$ cat config.mk
export PLATFORM = sky130hd
export DESIGN_NAME = oscTop
export DESIGN_NICKNAME = d
export VERILOG_FILES = /design/src/osc_pkg.sv /design/src/oscTop.sv /design/src/acqControl.sv /design/src/chanTrigger.sv /design/src/sampleFront.sv
export VERILOG_INCLUDE_DIRS = /design/src
export SDC_FILE = /design/constraint.sdc
export NUM_CORES = 1
export LEC_CHECK = 0
export BUFFER_PORTS_ARGS = -buffer_cell sky130_fd_sc_hd__buf_2
export CORE_ASPECT_RATIO = 0.6
export CORE_MARGIN = 2
export CORE_UTILIZATION = 58
export CTS_CLUSTER_DIAMETER = 200
export DETAILED_ROUTE_END_ITERATION = 10
export MAX_ROUTING_LAYER = met4
export PLACE_DENSITY = 0.83
export SLEW_MARGIN = 10
export SYNTH_ARGS = -nofsm -noshare
export SYNTH_HDL_FRONTEND = slang
export SYNTH_SLANG_ARGS = --single-unit
$ cat constraint.sdc
create_clock -name clk_flash -period 2.8 [get_ports clk_flash]
set_input_delay 0.56 -clock clk_flash [delete_from_list [all_inputs] [get_ports clk_flash]]
set_output_delay 0.56 -clock clk_flash [all_outputs]
set_load 0.02 [all_outputs]
$ cat src/osc_params.svh
`ifndef OSC_PARAMS_SVH
`define OSC_PARAMS_SVH

// flash ADC sample width in bits
`define OSC_SAMPLE_W 8

// scope channels, one ADC lane each
`define OSC_NCHAN 4

// ring buffer address width, 1024 beats deep
`define OSC_ADDR_W 10

// decimation counter, wide enough for a shift of 22
`define OSC_DS_CNT_W 24

// taps on the external trigger delay line
`define OSC_EXT_DLY_N 13

`endif
$ cat src/osc_pkg.sv
`include "osc_params.svh"

package osc_pkg;

	// one registered sample per ADC lane, lane 0 is channel 0
	typedef struct packed {
		logic [`OSC_NCHAN-1:0][`OSC_SAMPLE_W-1:0] lane;
	} sampleSet_t;

	// self-trigger settings, common to all channels
	typedef struct packed {
		logic [`OSC_SAMPLE_W-1:0] lowThresh; // window bottom, inclusive
		logic [`OSC_SAMPLE_W-1:0] highThresh; // window top, inclusive
		logic risingEdge; // 1 fires on entry to the window, 0 on exit
		logic [`OSC_ADDR_W-1:0] totCount; // time over threshold, 0 fires at the edge
		logic totOnDownsample; // count tot only on decimated samples
		logic [`OSC_NCHAN-1:0] chanMask; // channels allowed to trigger
	} trigCfg_t;

	// capture settings, held by the host for the whole handshake
	typedef struct packed {
		logic [`OSC_ADDR_W-1:0] triggerPoint; // pre-trigger beats
		logic [`OSC_ADDR_W-1:0] nSamples; // pre plus post beats
		logic [4:0] downsample; // keep 1 of 2^downsample samples
		logic useExtTrig; // let the delayed ext trigger in
		logic [4:0] extTrigDelay; // extra clocks on the ext trigger
	} acqCfg_t;

	// one ring buffer write
	typedef struct packed {
		logic [`OSC_ADDR_W-1:0] addr;
		sampleSet_t data;
	} wrBeat_t;

endpackage

$ cat src/oscTop.sv
`include "osc_params.svh"

module oscTop (
	input  logic clk_flash,
	input  logic arstN,
	input  osc_pkg::sampleSet_t adcSample,
	input  logic extTrig,
	input  logic req,
	input  osc_pkg::trigCfg_t trigCfg,
	input  osc_pkg::acqCfg_t acqCfg,
	output logic wrEn,
	output osc_pkg::wrBeat_t wrBeat,
	output logic [`OSC_ADDR_W-1:0] trigAddr,
	output logic ack
);

	osc_pkg::sampleSet_t sample; // registered adc data
	logic dsGo;
	logic acquiring;
	logic [`OSC_NCHAN-1:0] fire;

	sampleFront u_sampleFront (
		.clk_flash (clk_flash),
		.arstN (arstN),
		.adcSample (adcSample),
		.downsample (acqCfg.downsample),
		.acquiring (acquiring),
		.sample (sample),
		.dsGo (dsGo)
	);

	// one detector per lane, all share the same settings
	for (genvar g = 0; g < `OSC_NCHAN; g++) begin : genChan
		chanTrigger u_chanTrigger (
			.clk_flash (clk_flash),
			.arstN (arstN),
			.sample (sample.lane[g]),
			.dsGo (dsGo),
			.trigCfg (trigCfg),
			.fire (fire[g])
		);
	end

	acqControl u_acqControl (
		.clk_flash (clk_flash),
		.arstN (arstN),
		.req (req),
		.fire (fire),
		.extTrig (extTrig),
		.acqCfg (acqCfg),
		.chanMask (trigCfg.chanMask),
		.sample (sample),
		.dsGo (dsGo),
		.acquiring (acquiring),
		.wrEn (wrEn),
		.wrBeat (wrBeat),
		.trigAddr (trigAddr),
		.ack (ack)
	);

endmodule

$ cat src/acqControl.sv
`include "osc_params.svh"

module acqControl (
	input  logic clk_flash,
	input  logic arstN,
	input  logic req, // host start, four-phase
	input  logic [`OSC_NCHAN-1:0] fire, // per-channel self triggers
	input  logic extTrig, // external trigger input
	input  osc_pkg::acqCfg_t acqCfg,
	input  logic [`OSC_NCHAN-1:0] chanMask,
	input  osc_pkg::sampleSet_t sample,
	input  logic dsGo,
	output logic acquiring, // decimator runs while high
	output logic wrEn, // ring write strobe
	output osc_pkg::wrBeat_t wrBeat,
	output logic [`OSC_ADDR_W-1:0] trigAddr, // first post-trigger beat
	output logic ack // capture done, four-phase
);

	localparam logic [1:0] IDLE = 2'd0;
	localparam logic [1:0] PREACQ = 2'd1;
	localparam logic [1:0] WAITING = 2'd2;
	localparam logic [1:0] POSTACQ = 2'd3;

	logic [1:0] state;
	logic [`OSC_EXT_DLY_N-1:0] dlyLine; // bit k is extTrig k+1 clocks ago
	logic extDly; // tap picked by extTrigDelay
	logic trig; // combined trigger
	logic [`OSC_ADDR_W-1:0] wrAddr; // next ring address
	logic [`OSC_ADDR_W-1:0] segCnt; // counted pre and post beats
	logic [`OSC_ADDR_W-1:0] segNext;

	always_ff @(posedge clk_flash or negedge arstN) begin
		if (!arstN) begin
			dlyLine <= '0;
		end else begin
			dlyLine <= {dlyLine[`OSC_EXT_DLY_N-2:0], extTrig};
		end
	end

	// delays past the last tap leave the ext trigger dead
	always_comb begin
		extDly = 1'b0;
		for (int k = 0; k < `OSC_EXT_DLY_N; k++) begin
			if (acqCfg.extTrigDelay == k) begin
				extDly = dlyLine[k];
			end
		end
	end

	assign trig = (|(fire & chanMask)) | (acqCfg.useExtTrig & extDly);

	assign acquiring = state != IDLE;
	assign wrEn = acquiring & dsGo; // no back-pressure on the ring
	assign segNext = segCnt + 1'b1;

	always_comb begin
		wrBeat.addr = wrAddr;
		wrBeat.data = sample;
	end

	always_ff @(posedge clk_flash or negedge arstN) begin
		if (!arstN) begin
			state <= IDLE;
			wrAddr <= '0;
			segCnt <= '0;
			trigAddr <= '0;
			ack <= 1'b0;
		end else begin
			if (wrEn) begin
				wrAddr <= wrAddr + 1'b1; // wraps around the ring
			end
			case (state)
				IDLE: begin
					if (ack) begin
						if (!req) begin
							ack <= 1'b0; // host saw ack, close the handshake
						end
					end else if (req) begin
						segCnt <= '0;
						state <= (acqCfg.triggerPoint == '0) ? WAITING : PREACQ;
					end
				end
				PREACQ: begin
					if (dsGo) begin
						segCnt <= segNext;
						if (segNext == acqCfg.triggerPoint) begin
							state <= WAITING;
						end
					end
				end
				WAITING: begin
					// beats here are not counted, the ring just rolls
					if (trig) begin
						trigAddr <= wrEn ? wrAddr + 1'b1 : wrAddr;
						if (segCnt == acqCfg.nSamples) begin
							state <= IDLE; // no post segment asked for
							ack <= 1'b1;
						end else begin
							state <= POSTACQ;
						end
					end
				end
				POSTACQ: begin
					if (dsGo) begin
						segCnt <= segNext;
						if (segNext == acqCfg.nSamples) begin
							state <= IDLE;
							ack <= 1'b1; // high the clock after the last beat
						end
					end
				end
				default: state <= IDLE;
			endcase
		end
	end

endmodule

$ cat src/chanTrigger.sv
`include "osc_params.svh"

module chanTrigger (
	input  logic clk_flash,
	input  logic arstN,
	input  logic [`OSC_SAMPLE_W-1:0] sample, // this channel's lane
	input  logic dsGo, // decimated sample strobe
	input  osc_pkg::trigCfg_t trigCfg,
	output logic fire // one pulse per qualified event
);

	localparam logic [`OSC_ADDR_W:0] totOne = (`OSC_ADDR_W+1)'(1);

	logic inWin; // sample inside the window, registered
	logic prevWin; // inWin one clock earlier
	logic [`OSC_ADDR_W:0] totCnt; // nonzero while timing an excursion
	logic edgeSeen; // chosen crossing this clock
	logic beyond; // still on the far side of the crossing
	logic totStep; // tot counter may advance
	logic totDone; // excursion has lasted long enough

	assign edgeSeen = trigCfg.risingEdge ? (inWin & ~prevWin) : (~inWin & prevWin);
	assign beyond = trigCfg.risingEdge ? inWin : ~inWin;
	assign totStep = ~trigCfg.totOnDownsample | dsGo;
	assign totDone = totCnt > {1'b0, trigCfg.totCount}; // extra bit so 1023 can be exceeded

	always_ff @(posedge clk_flash or negedge arstN) begin
		if (!arstN) begin
			inWin <= 1'b0;
			prevWin <= 1'b0;
			totCnt <= '0;
			fire <= 1'b0;
		end else begin
			inWin <= (sample >= trigCfg.lowThresh) && (sample <= trigCfg.highThresh);
			prevWin <= inWin;
			fire <= 1'b0;
			if (trigCfg.totCount == '0) begin
				fire <= edgeSeen; // plain edge trigger
				totCnt <= '0;
			end else if (totCnt != '0) begin
				if (totDone) begin
					fire <= 1'b1;
					totCnt <= '0; // rearm for the next edge
				end else if (totStep) begin
					// signal came back early, drop the excursion
					totCnt <= beyond ? totCnt + 1'b1 : '0;
				end
			end else if (edgeSeen) begin
				totCnt <= totOne; // start timing
			end
		end
	end

endmodule

$ cat src/sampleFront.sv
`include "osc_params.svh"

module sampleFront (
	input  logic clk_flash,
	input  logic arstN,
	input  osc_pkg::sampleSet_t adcSample, // raw flash ADC outputs
	input  logic [4:0] downsample, // decimation shift
	input  logic acquiring, // capture in progress
	output osc_pkg::sampleSet_t sample, // adc data one clock later
	output logic dsGo // decimated sample strobe
);

	localparam logic [`OSC_DS_CNT_W-1:0] dsRestart = `OSC_DS_CNT_W'(1); // loaded after a strobe

	logic [`OSC_DS_CNT_W-1:0] dsCnt; // clocks since the last strobe, starts at 1
	logic dsBit; // counter bit picked by the shift

	// single input register, pads to fabric
	always_ff @(posedge clk_flash) begin
		sample <= adcSample;
	end

	// shifts beyond the counter never strobe
	always_comb begin
		dsBit = 1'b0;
		if (downsample < `OSC_DS_CNT_W) begin
			dsBit = dsCnt[downsample];
		end
	end

	// bit n of a counter restarted at 1 is set after 2^n clocks
	assign dsGo = (downsample == 5'd0) || dsBit;

	always_ff @(posedge clk_flash or negedge arstN) begin
		if (!arstN) begin
			dsCnt <= dsRestart;
		end else if (!acquiring || dsGo) begin
			dsCnt <= dsRestart; // new phase for each capture
		end else begin
			dsCnt <= dsCnt + 1'b1;
		end
	end

endmodule

== Yosys cells after proc, flatten, opt, wreduce, memory -nomap -nowiden ==
Cells that the tools add are included.
Word-level totals
  input bits: 99
  bits in registers: 158
Cells by class
  mux-type cells: 83
  reduce and logical (&&, ||, !) cells: 33
  bitwise operators: 22
  equal/unequal tests: 31
  magnitude comparators: 14
  add/subtract/negate cells: 7
Operators by type and width (number)
  two-way mux 11 bit: 24
  adder 11 x 1 -> 11 bit (second input constant): 4
  > comparator 11 x 10 -> 1 bit: 4
  nonzero test 11 bit: 4
  two-way mux 1 bit: 41
  two-way mux 10 bit: 4
  greater-or-equal comparator 8 bit: 4
  <= comparator 8 bit: 4
  == test 10 bit: 3
  == test 5 x 4 -> 1 bit (second input constant): 5
  adder 24 x 1 -> 24 bit (second input constant): 1
  two-way mux 24 bit: 1
  adder 10 x 1 -> 10 bit (second input constant): 2
  == test 5 x 3 -> 1 bit (second input constant): 4
  logical NOT 10 bit: 2
  one-hot mux 10 bit (2 select lines): 1
  two-way mux 2 bit: 9
  nonzero test 3 bit: 5
  != test 4 x 3 -> 1 bit (second input constant): 3
  bitwise AND 1 bit: 10
  == test 5 x 2 -> 1 bit (second input constant): 2
  logical NOT 5 bit: 2
  != test 2 x 1 -> 1 bit (second input constant): 5
  AND reduction 2 bit: 5
  other kinds (23): 41

== Logic depth before layout (Yosys ltp) ==
Gate-level depths: netlist of run 1.
  depth after elaboration: 18
  gate-level depth with buffers: 10
  mapped depth without buffers: 9

== Modules after synthesis ==
Synthesis of run 1 repeated with hierarchy kept, for this count alone.
Unflattened totals
  cells, all modules: 1196
  area total of the unflattened synthesis: 10855.4 µm²
Modules (own cells, without submodules)
  chanTrigger: seq. area each 350.3 µm², cells each 181, area an instance 1472.7 µm², times used 4
  acqControl: seq. area each 1151.1 µm², cells each 289, area an instance 2915.3 µm², times used 1
  sampleFront: seq. area each 1242.4 µm², cells each 183, area an instance 2049.5 µm², times used 1

== Worst setup path after synthesis of run 1 ==
No wires, ideal clock.
  kind: input-to-reg
  from: in trigCfg[13] in the netlist's numbering
  to: reg genChan[1].u_chanTrigger.totCnt[1]
  setup time: 128 ps
  path buffers: 1
  path slack: 136 ps
  stages on the path: 10
  arrival time: 2536 ps
  cells stage by stage: inv_1 ha_1 a21o_1 a211o_1 mux2_2 o31a_1 o31ai_2 and2_1 buf_2 o21ai_0
Between the ends
  longest elaborated chain between the ends: 4
  elaborated cells on any way between the ends: 8
RTL lines
  from (decl): RTL line oscTop.sv:9  | input osc_pkg::trigCfg_t trigCfg,
  > comparator 11 x 10 -> 1 bit: RTL line chanTrigger.sv:25  | assign totDone = totCnt > {1'b0, trigCfg.totCount};
  two-way mux 11 bit: RTL line chanTrigger.sv:41  | if (totDone) begin
  two-way mux 11 bit: RTL line chanTrigger.sv:40  | end else if (totCnt != '0) begin
  two-way mux 11 bit: RTL line chanTrigger.sv:37  | if (trigCfg.totCount == '0) begin
  to (signal assigned): RTL line chanTrigger.sv:46  | totCnt <= beyond ? totCnt + 1'b1 : '0;
  to (signal assigned): RTL line chanTrigger.sv:49  | totCnt <= totOne;
  to (decl): RTL line chanTrigger.sv:16  | logic [`OSC_ADDR_W:0] totCnt;
Several ways; a longest one is shown, not always the timed one.
A chain may end at the register's enable or synchronous reset.

== Worst setup path in the final report of run 1 ==
  from: reg u_sampleFront.dsCnt[3]
  to: out wrEn
Between the ends
  longest elaborated chain between the ends: 5
RTL lines
  from (decl): RTL line sampleFront.sv:15  | logic [`OSC_DS_CNT_W-1:0] dsCnt;
  from (signal assigned): RTL line sampleFront.sv:36  | dsCnt <= dsRestart;
  from (signal assigned): RTL line sampleFront.sv:38  | dsCnt <= dsRestart;
  from (signal assigned): RTL line sampleFront.sv:40  | dsCnt <= dsCnt + 1'b1;
  binary-select mux 1 bit (select 5 bit): RTL line sampleFront.sv:27  | dsBit = dsCnt[downsample];
  two-way mux 1 bit (not written as such): RTL line sampleFront.sv:27
  two-way mux 1 bit: RTL line sampleFront.sv:26  | if (downsample < `OSC_DS_CNT_W) begin
  logical OR 1 bit: RTL line sampleFront.sv:32  | assign dsGo = (downsample == 5'd0) || dsBit;
  bitwise AND 1 bit: RTL line acqControl.sv:54  | assign wrEn = acquiring & dsGo;
  to (decl): RTL line oscTop.sv:11  | output logic wrEn,
No other way between the ends. The select of a mux whose other input is x is not followed.

==> results of run 1 <==
==> worst max-delay path: cells and delay by family (launching register included) <==
family,cells,cell delay [ps]
muxes,1,260
and+or+nand+nor,2,290
DFF,1,410
AOI/OAI and AO/OA,1,330
buffers and inverters,3,490
==> state kept, by name (all words and copies together), names as in the netlist <==
register,count
genChan.u_chanTrigger.fire,4
genChan.u_chanTrigger.inWin,4
genChan.u_chanTrigger.prevWin,4
genChan.u_chanTrigger.totCnt,44
u_acqControl.ack,1
u_acqControl.dlyLine,13
u_acqControl.segCnt,10
u_acqControl.state,2
u_acqControl.trigAddr,10
u_acqControl.wrAddr,10
u_sampleFront.dsCnt,24
u_sampleFront.sample,32
==> path summary, 6_finish.rpt <==
kind	depth (start not counted)	from	slack, ps	endpoint
min in group asynchronous	2	arstN	510	genChan[0].u_chanTrigger.totCnt[3]
setup reg to reg	9	genChan[2].u_chanTrigger.totCnt[8]	70	genChan[2].u_chanTrigger.totCnt[8]
max in group asynchronous	3	arstN	1560	u_sampleFront.dsCnt[0]
setup / recovery	7	u_sampleFront.dsCnt[3]	30	wrEn
hold reg to reg	0	u_acqControl.dlyLine[2]	380	u_acqControl.dlyLine[3]
hold / removal	1	adcSample[26]	220	u_sampleFront.sample[26]
==> metal layers <==
layer / GRT usage / part of all wire
met1: 0.446 / 0.48
met4: 0.0685 / 0.0060
met5: - / 0
met2: 0.424 / 0.43
met3: 0.0716 / 0.082
==> cells in the final DEF (no fill, tap or decap), types with 38 or more instances in the layout <==
master	netlist	final
nor2_1	86	86
buf_4	0	75
ha_1	115	115
o21ai_0	49	49
dfrtp_1	125	124
a21oi_1	43	43
nand3_1	51	51
buf_2	11	151
nand2_1	44	44
inv_1	60	60
xnor2_1	38	38
==> kinds of logic after synthesis <==
group | Yosys count | share of synthesized area
compound gates | 226 | 0.155
xor+xnor | 71 | 0.0609
fa+ha+maj | 115 | 0.141
buf+inv | 92 | 0.0366
flops | 158 | 0.372
mux | 26 | 0.0311
simple gates | 382 | 0.204
==> through the flow <==
step / TNS, ps / std cells / area (µm²) / worst slack, ps / power [W]
finish: 0 / 1534 / 12400 / 25.6 / 0.00788
global route: -70.6 / 1534 / 12400 / -70.6 / 0.00832
CTS: 0 / 1533 / 12300 / 6.48 / 0.00783
detailed placement: -5810 / 1496 / 11700 / -397 / 0.00546
global placement: -3390 / 1496 / 11700 / -287 / 0.00535
floorplan: 0 / 1070 / 10200 / 136 / 0.00448
==> power by group through the flow <==
stage | clock (W) | combinational, W | sequential (W)
3_5_place_dp | 0 | 0.00261 | 0.00285
5_1_grt | 0.00246 | 0.00301 | 0.00284
2_1_floorplan | 0 | 0.00166 | 0.00282
3_3_place_gp | 0 | 0.00252 | 0.00283
6_report | 0.00233 | 0.00274 | 0.00281
4_1_cts | 0.00236 | 0.00267 | 0.00280
==> final cells by class <==
class                      instances  area [µm²]  share of cell area
multi-input combinational        820        6090               0.492
sequential                       158        3800               0.307
timing repair buffer             230        1390               0.112
clock buffer                      20         447              0.0361
tap                              234         293              0.0237
inverter                          60         225              0.0182
clock inverter                    12         135              0.0109
==> what timing repair did <==
item	in CTS	in global routing
hold endpoints to repair	9	0
setup buffers	4	1
gates cloned	0	0
setup endpoints to repair	9	7
hold buffers	1	0
pin swaps	0	0
resized for setup	2	8
==> results.ini, run 1 <==
[worst_setup_path]
path_class=reg -> out
crit_top_cell=buf_4
path_max_fanout=4
endpoint_kind=primary output
worstPathArrival_ps=2210
crit_path_start_kind=flop
worstPathRequired_ps=2240
crit_path_max_incr_delay_ps=410
worstPathCellList=mux4_2 > nor2_1 > o311a_4 > buf_4 > nor4_4 > buf_4 > buf_2
slowest_stage=dfrtp_1

[timing]
hold_slack_ps=216
fmax_mhz=360
setup_viol=0
finalCriticalPeriod_ps=2770
slew_headroom=0.579
rsz0062_at_grt=true
slew_violations=0
period_share=0.991
tightest_slew_ps=630
finalHoldViolations=0
finClkSkew_ps=8.19

[placement]
place_hpwl_mm=20.5
gp_congestion=0.985
io_buffers=152

[synth]
yosysMostFrequentCell=dfrtp_1
ys.flop_type=dfrtp_1
postSynthCellCount=1070
synth_top_area_share=0.306
yosysTopAreaCell=dfrtp_1
syn-cell-area_mm2=0.0102
ys_seq_elements=158
yosys.cell_types.count=82
synth_edf_count=0
synthTopCellsByArea=dfrtp_1 (31%), ha_1 (14%), dfxtp_1 (6.3%), xnor2_1 (3.3%), nor2_1 (3.2%)
syn_area_per_cell_um2=9.54
synth-async-reset-ratio=0.797
syn-num-nets=1284
synth-seq-area-share=0.372
yosys-top-cells-count=dfrtp_1 (125), ha_1 (115), nor2_1 (86)
yosysWarningCount=0

[floorplanning]
fp.dieH_um=107
start_util=0.594
die_x_um=175
dieArea_mm2=0.0187
pin_count=153
core-area_mm2=0.0172
num_rows=37

[clock_tree]
cts_max_path_buffers=2
cts_buffers=17
cts.clk_slew.worst_paths_ps=60
clock_latency_ps=440
cts.htree.levels=4
cts_root_buf=clkbuf_16
cts_tree=built
clock-sinks=158

[run]
max_cap_viol_count=0

[pwr]
clockPowerShare=0.296
switching_share=0.362
internal_power_w=0.00503
power.density_mw_per_mm2=637
p_seq_frac=0.357
p_comb_frac=0.347
peakVddDrop_uv=689
p_leak_nw=6.21
p_switching_w=0.00286

[route]
drt_iter0_markers=792
vias=9274
via_per_inst=6.05
wl_per_cell_um=17.7
drc=0
dr.pass1.iters=6
wirelength_mm=27.1
postRouteAntennaNets=0

[final_layout]
fin_nets=1501
num-fill-cells=1297
antenna_cells=0
final_util=0.720
area_growth_pct=21.2
drive_gt1_frac=0.232

[run_status]
outcome=complete, no violations

[grt]
antenna_found_initial=0
grt_remaining_overflow=0
first_global_vias=8717
grt_pass1_wl_mm=43.8
grt_max_degree=86
grt_usage=0.304

[worst_hold_path]
min_path_type=in -> reg

(Power assumes the default switching activity.)
==> run 2, diff against run 1 <==
Settings changed: GPL_ROUTABILITY_DRIVEN set to 0, REMOVE_ABC_BUFFERS set to 1.
Clock period 2.8 ns to 3.1 ns, I/O delays scaled along.
==> results.ini, run 2 (same netlist as run 1, synthesis figures left out) <==
[placement]
place_hpwl_mm=19.8  ; was 20.5 mm
io_buffers=152  ; unchanged

[floorplanning]
die_x_um=175  ; unchanged
dieArea_mm2=0.0187  ; unchanged
core-area_mm2=0.0172  ; unchanged
pin_count=153  ; unchanged
num_rows=37  ; unchanged
fp.dieH_um=107  ; unchanged
start_util=0.594  ; unchanged

[final_layout]
num-fill-cells=1326  ; was 1297
max_flop_register=genChan.u_chanTrigger.totCnt  ; unchanged
ff_latch_area_mm2=0.00379  ; was 0.00380 mm²
drive_gt1_frac=0.196  ; was 0.232
final_common_cell=buf_2  ; unchanged
fin_nets=1448  ; was 1501
final_util=0.691  ; was 0.720
multi_input_area_mm2=0.00604  ; was 0.00609 mm²
reg.largest.list=genChan.u_chanTrigger.totCnt x44, u_sampleFront.sample x32, u_sampleFront.dsCnt x24  ; unchanged
final_cell_mix=buf_2 (151), dfrtp_1 (125), ha_1 (115), nor2_1 (86), inv_1 (60)  ; was buf_2 (151), dfrtp_1 (124), ha_1 (115), nor2_1 (86), buf_4 (75)
antenna_cells=0  ; unchanged
largest_register_ff_count=44  ; unchanged
area_growth_pct=16.3  ; was 21.2%

[timing]
finClkSkew_ps=9.09  ; was 8.19 ps
slew_headroom=0.474  ; was 0.579
fmax_mhz=359
tightest_slew_ps=780  ; was 630 ps
slew_violations=0  ; unchanged
rsz0062_at_grt=false  ; was true
finalHoldViolations=0  ; unchanged
period_share=0.897
fin_tns_setup_ps=0  ; unchanged
setup_viol=0  ; unchanged
finalCriticalPeriod_ps=2780

[pwr]
internal_power_w=0.00427  ; was 0.00503 W
power.density_mw_per_mm2=576  ; was 637 mW/mm²
p_comb_frac=0.330  ; was 0.347
switching_share=0.375  ; was 0.362
p_switching_w=0.00257  ; was 0.00286 W
p_leak_nw=5.93  ; was 6.21 nW
p_seq_frac=0.376  ; was 0.357
clockPowerShare=0.294  ; was 0.296
peakVddDrop_uv=429  ; was 689 µV

[grt]
grt_max_degree=56  ; was 86
antenna_found_initial=0  ; unchanged
grt_remaining_overflow=0  ; unchanged
grt_usage=0.296  ; was 0.304
grt_pass1_wl_mm=43.0  ; was 43.8 mm
first_global_vias=8694  ; was 8717

[clock_tree]
cts_setup_buffers=0  ; was 4
cts.htree.levels=4  ; unchanged
cts_tree=built  ; unchanged
cts_hold_buf=0  ; was 1
clock-sinks=158  ; unchanged
clock_latency_ps=440  ; about the same
ctsResizeCount=0  ; was 2
cts_root_buf=clkbuf_16  ; unchanged
cts_buffers=17  ; unchanged
cts_max_path_buffers=2  ; unchanged
cts.clk_slew.worst_paths_ps=60  ; about the same

[route]
vias=9033  ; was 9274
wirelength_mm=26.4  ; was 27.1 mm
wl_per_cell_um=17.8  ; was 17.7 µm
dr.pass1.iters=5  ; was 6
via_per_inst=6.10  ; was 6.05
drt_iter0_markers=916  ; was 792
drc=0  ; unchanged
postRouteAntennaNets=0  ; unchanged

[worst_hold_path]
min_path_type=in -> async  ; was in -> reg

[worst_setup_path]
path_class=reg -> reg  ; was reg -> out
worstPathRequired_ps=3460  ; was 2240 ps
endpoint_kind=flop  ; was primary output
worstPathArrival_ps=3140  ; was 2210 ps
crit_path_start_kind=flop  ; unchanged
path_max_fanout=14  ; was 4

[run]
max_cap_viol_count=0  ; unchanged

[run_status]
outcome=complete, no violations  ; unchanged

[run 2: layout make-up]
type                       count  share of cell area
tap                          234              0.0247
clock buffer                  19              0.0382
clock inverter                13             0.00895
multi-input combinational    820               0.509
inverter                      60              0.0190
sequential                   158               0.320
timing repair buffer         177              0.0811
[run 2: final timing paths]
check	slack [ps]	to	from	depth (start not counted)
worst max-delay path	320	u_acqControl.state[0]	u_acqControl.segCnt[2]	7
worst min-delay path	210	genChan[2].u_chanTrigger.totCnt[6]	arstN	1
worst max register to register	320	u_acqControl.state[0]	u_acqControl.segCnt[2]	7
worst min register to register	370	u_acqControl.dlyLine[10]	u_acqControl.dlyLine[9]	0
max in group asynchronous	2150	u_acqControl.segCnt[5]	arstN	2
min in group clk_flash	270	u_sampleFront.sample[20]	adcSample[20]	1
[run 2: power groups by stage]
stage	clock (W)	combinational (W)	sequential (W)
after floorplan	0	0.00136	0.00261
after global placement	0	0.00211	0.00259
after detailed placement	0	0.00219	0.00260
after CTS	0.00204	0.00222	0.00256
after global routing	0.00212	0.00250	0.00261
final	0.00201	0.00226	0.00258
[run 2: stage by stage]
| stage | total power (W) | worst slack (ps) | cells | instance area [µm²] | hold WS, ps |
|---|---|---|---|---|---|
| after floorplan | 0.00397 | 96.6 | 1038 | 10100 | 324 |
| after global placement | 0.00470 | 3.89 | 1449 | 11300 | 356 |
| after detailed placement | 0.00479 | -70.0 | 1449 | 11300 | 360 |
| after CTS | 0.00682 | 376 | 1481 | 11900 | 220 |
| after global routing | 0.00722 | 143 | 1481 | 11900 | 258 |
| final | 0.00684 | 318 | 1481 | 11900 | 209 |
[run 2: per-layer routing]
metal | vias to the layer above | routed length [µm] | global-route usage
met2 | 371 | 11400 | 0.429
met3 | 46 | 2080 | 0.0660
met1 | 4344 | 12500 | 0.419
li1 | 4272 | - | -
met5 | - | 0 | -
met4 | 0 | 400 | 0.0839
[run 2: critical path, cell delays in order (launching register included)]
cell,delay (ps)
dfrtp_1,660
and4_1,440
nand2_2,130
xnor2_1,180
or4_1,540
nor4b_1,440
o31a_1,180
a2bb2oi_1,150
==> run 3, diff against run 2 <==
Settings changed: ABC_AREA set to 1, CORE_UTILIZATION 58 to 59, PLACE_DENSITY 0.83 to 0.84.
==> results.ini, run 3 <==
[route]
drt_iter0_markers=938  ; was 916
via_per_inst=5.50  ; was 6.10
dr.pass1.iters=5  ; unchanged
wl_per_cell_um=15.1  ; was 17.8 µm
postRouteAntennaNets=0  ; unchanged
vias=9718  ; was 9033
wirelength_mm=26.6  ; was 26.4 mm
drc=0  ; unchanged

[final_layout]
reg.largest.list=genChan.u_chanTrigger.totCnt x44, u_sampleFront.sample x32, u_sampleFront.dsCnt x24  ; unchanged
final_cell_mix=nand2_1 (252), inv_1 (195), buf_2 (151), dfrtp_1 (125), ha_1 (115)  ; was buf_2 (151), dfrtp_1 (125), ha_1 (115), nor2_1 (86), inv_1 (60)
final_common_cell=nand2_1  ; was buf_2
area_growth_pct=14.7  ; was 16.3%
largest_register_ff_count=44  ; unchanged
antenna_cells=0  ; unchanged
max_flop_register=genChan.u_chanTrigger.totCnt  ; unchanged
final_util=0.684  ; was 0.691
drive_gt1_frac=0.171  ; was 0.196
fin_nets=1729  ; was 1448

[floorplanning]
start_util=0.596  ; was 0.594
pin_count=153  ; unchanged
die_x_um=177  ; was 175 µm
dieArea_mm2=0.0192  ; was 0.0187 mm²
fp.dieH_um=108  ; was 107 µm
core-area_mm2=0.0179  ; was 0.0172 mm²
num_rows=38  ; was 37

[clock_tree]
cts_hold_buf=0  ; unchanged
cts_root_buf=clkbuf_16  ; unchanged
cts_tree=built  ; unchanged
cts.htree.levels=4  ; unchanged
cts_setup_buffers=0  ; unchanged
clock-sinks=158  ; unchanged
clock_latency_ps=430  ; was 440 ps
cts_max_path_buffers=2  ; unchanged
ctsResizeCount=0  ; unchanged
cts.clk_slew.worst_paths_ps=70  ; was 60 ps
cts_buffers=17  ; unchanged

[grt]
grt_remaining_overflow=0  ; unchanged
grt_max_degree=50  ; was 56
grt_util_met3=0.0658  ; was 0.0660
top_usage_layer=met1  ; was met2
grt_util_met2=0.413  ; was 0.429
antenna_found_initial=0  ; unchanged
first_global_vias=9046  ; was 8694
grtUsageMet1=0.434  ; was 0.419
grt_pass1_wl_mm=44.0  ; was 43.0 mm
grt_usage=0.296  ; about the same

[timing]
setup_viol=0  ; unchanged
fmax_mhz=361  ; was 359 MHz
tightest_slew_ps=666  ; was 780 ps
finalCriticalPeriod_ps=2770  ; was 2780 ps
slew_violations=0  ; unchanged
fin_tns_setup_ps=0  ; unchanged
finClkSkew_ps=12.0  ; was 9.09 ps
period_share=0.893  ; was 0.897
rsz0062_at_grt=false  ; unchanged
slew_headroom=0.556  ; was 0.474
finalHoldViolations=0  ; unchanged

[synth]
postSynthCellCount=1356  ; was 1070
syn-cell-area_mm2=0.0107  ; was 0.0102 mm²
synthTopCellsByArea=dfrtp_1 (29%), ha_1 (14%), nand2_1 (8.9%), inv_1 (6.9%), dfxtp_1 (6.0%)  ; was dfrtp_1 (31%), ha_1 (14%), dfxtp_1 (6.3%), xnor2_1 (3.3%), nor2_1 (3.2%)
yosys-top-cells-count=nand2_1 (252), inv_1 (195), dfrtp_1 (125)  ; was dfrtp_1 (125), ha_1 (115), nor2_1 (86)
synth_edf_count=0  ; unchanged
synth-seq-area-share=0.356  ; was 0.372
syn_area_per_cell_um2=7.86  ; was 9.54 µm²
ys.flop_type=dfrtp_1  ; unchanged
synth_top_area_share=0.294  ; was 0.306
yosysWarningCount=0  ; unchanged
ys_seq_elements=158  ; unchanged
yosysTopAreaCell=dfrtp_1  ; unchanged
yosys.cell_types.count=58  ; was 82
yosysMostFrequentCell=nand2_1  ; was dfrtp_1
synth-async-reset-ratio=0.797  ; unchanged

[pwr]
peakVddDrop_uv=387  ; was 429 µV
power.density_mw_per_mm2=580  ; was 576 mW/mm²
p_leak_nw=6.24  ; was 5.93 nW

[run_status]
outcome=complete, no violations  ; unchanged

[worst_setup_path]
path_max_fanout=13  ; was 14
endpoint_kind=primary output  ; was flop
path_class=in -> out  ; was reg -> reg
crit_start=acqCfg[6]  ; was u_acqControl.segCnt[2]
crit_family=buffers and inverters  ; was simple AND/OR/NAND/NOR gates
worstPathArrival_ps=2150  ; was 3140 ps
crit_path_start_kind=input port  ; was flop
critPathBufInv=4  ; was 0
crit_path_max_incr_delay_ps=200  ; was 660 ps
worstPathCellList=buf_2 > inv_1 > a21oi_1 > o21ai_1 > nand3_1 > nand4_2 > nand2_4 > nand2_4 > inv_4 > buf_2  ; was and4_1 > nand2_2 > xnor2_1 > or4_1 > nor4b_1 > o31a_1 > a2bb2oi_1
r2r_start=genChan[3].u_chanTrigger.totCnt[8]  ; was u_acqControl.segCnt[2]
worstPathRequired_ps=2480  ; was 3460 ps
slowest_stage=buf_2  ; was dfrtp_1

[run]
max_cap_viol_count=0  ; unchanged

[placement]
io_buffers=152  ; unchanged
place_hpwl_mm=20.7  ; was 19.8 mm

[worst_hold_path]
min_path_type=in -> async  ; unchanged

[run 3: cells by family (layout without fill, tap and decap cells)]
family	after synthesis	after routing	synth area share
and+or+nand+nor	601	601	0.268
buffers and inverters	223	395	0.0848
AOI/OAI and AO/OA	206	206	0.111
DFF	158	158	0.356
adders and majority gates	115	115	0.135
xor gates and xnor gates	53	53	0.0450
[run 3: layout make-up]
class / count / area [µm²]
flip-flops and latches: 158 / 3790
clock buffers: 19 / 443
fillers: 1466 / 5650
multi-input cells: 975 / 5960
repair buffers: 155 / 811
clock inverters: 13 / 131
inverters: 208 / 788
well taps: 240 / 300
[run 3: where the power goes]
part	switching [W]	total (W)	internal (W)	leakage, nW
Clock	0.000900	0.00204	0.00114	0.276
Sequential	0.000247	0.00254	0.00229	1.95
Combinational	0.00171	0.00251	0.000806	4.01
[run 3: path summary, 6_finish.rpt]
kind | to | slack (ps) | cells past startpoint
max | wrEn | 330 | 10
min | u_acqControl.dlyLine[0] | 220 | 1
max reg2reg | genChan[3].u_chanTrigger.totCnt[2] | 700 | 12
min reg2reg | u_acqControl.dlyLine[9] | 380 | 0
max in group asynchronous | genChan[0].u_chanTrigger.totCnt[1] | 2230 | 2
min in group clk_flash | u_sampleFront.sample[0] | 290 | 1
[run 3: worst reg2reg max path: stages, from the launching register on]
cell	delay, ps
dfrtp_1	470
ha_1	360
nand2_1	60
nor2_1	140
nand3_1	100
o2111ai_1	140
nand2_1	240
nand3_2	130
nand2_2	130
inv_2	210
nand2_1	140
o21ai_1	100
nor2_1	60
[run 3: metrics by stage]
step	area [µm²]	std cells	worst slack, ps	hold WS, ps	power, W
6_report	12200	1768	332	216	0.00709
5_1_grt	12200	1768	185	267	0.00757
4_1_cts	12200	1768	364	241	0.00709
3_5_place_dp	11700	1736	367	362	0.00503
3_3_place_gp	11700	1736	456	357	0.00495
2_1_floorplan	10500	1341	763	324	0.00430
[run 3: layer usage]
layer  routed length (µm)  share of wire  up-vias
met1                13000           0.49     4420
met4                  354          0.013        0
met5                    0              0        -
li1                     -              -     4846
met3                 2430          0.091       39
met2                10800           0.41      413
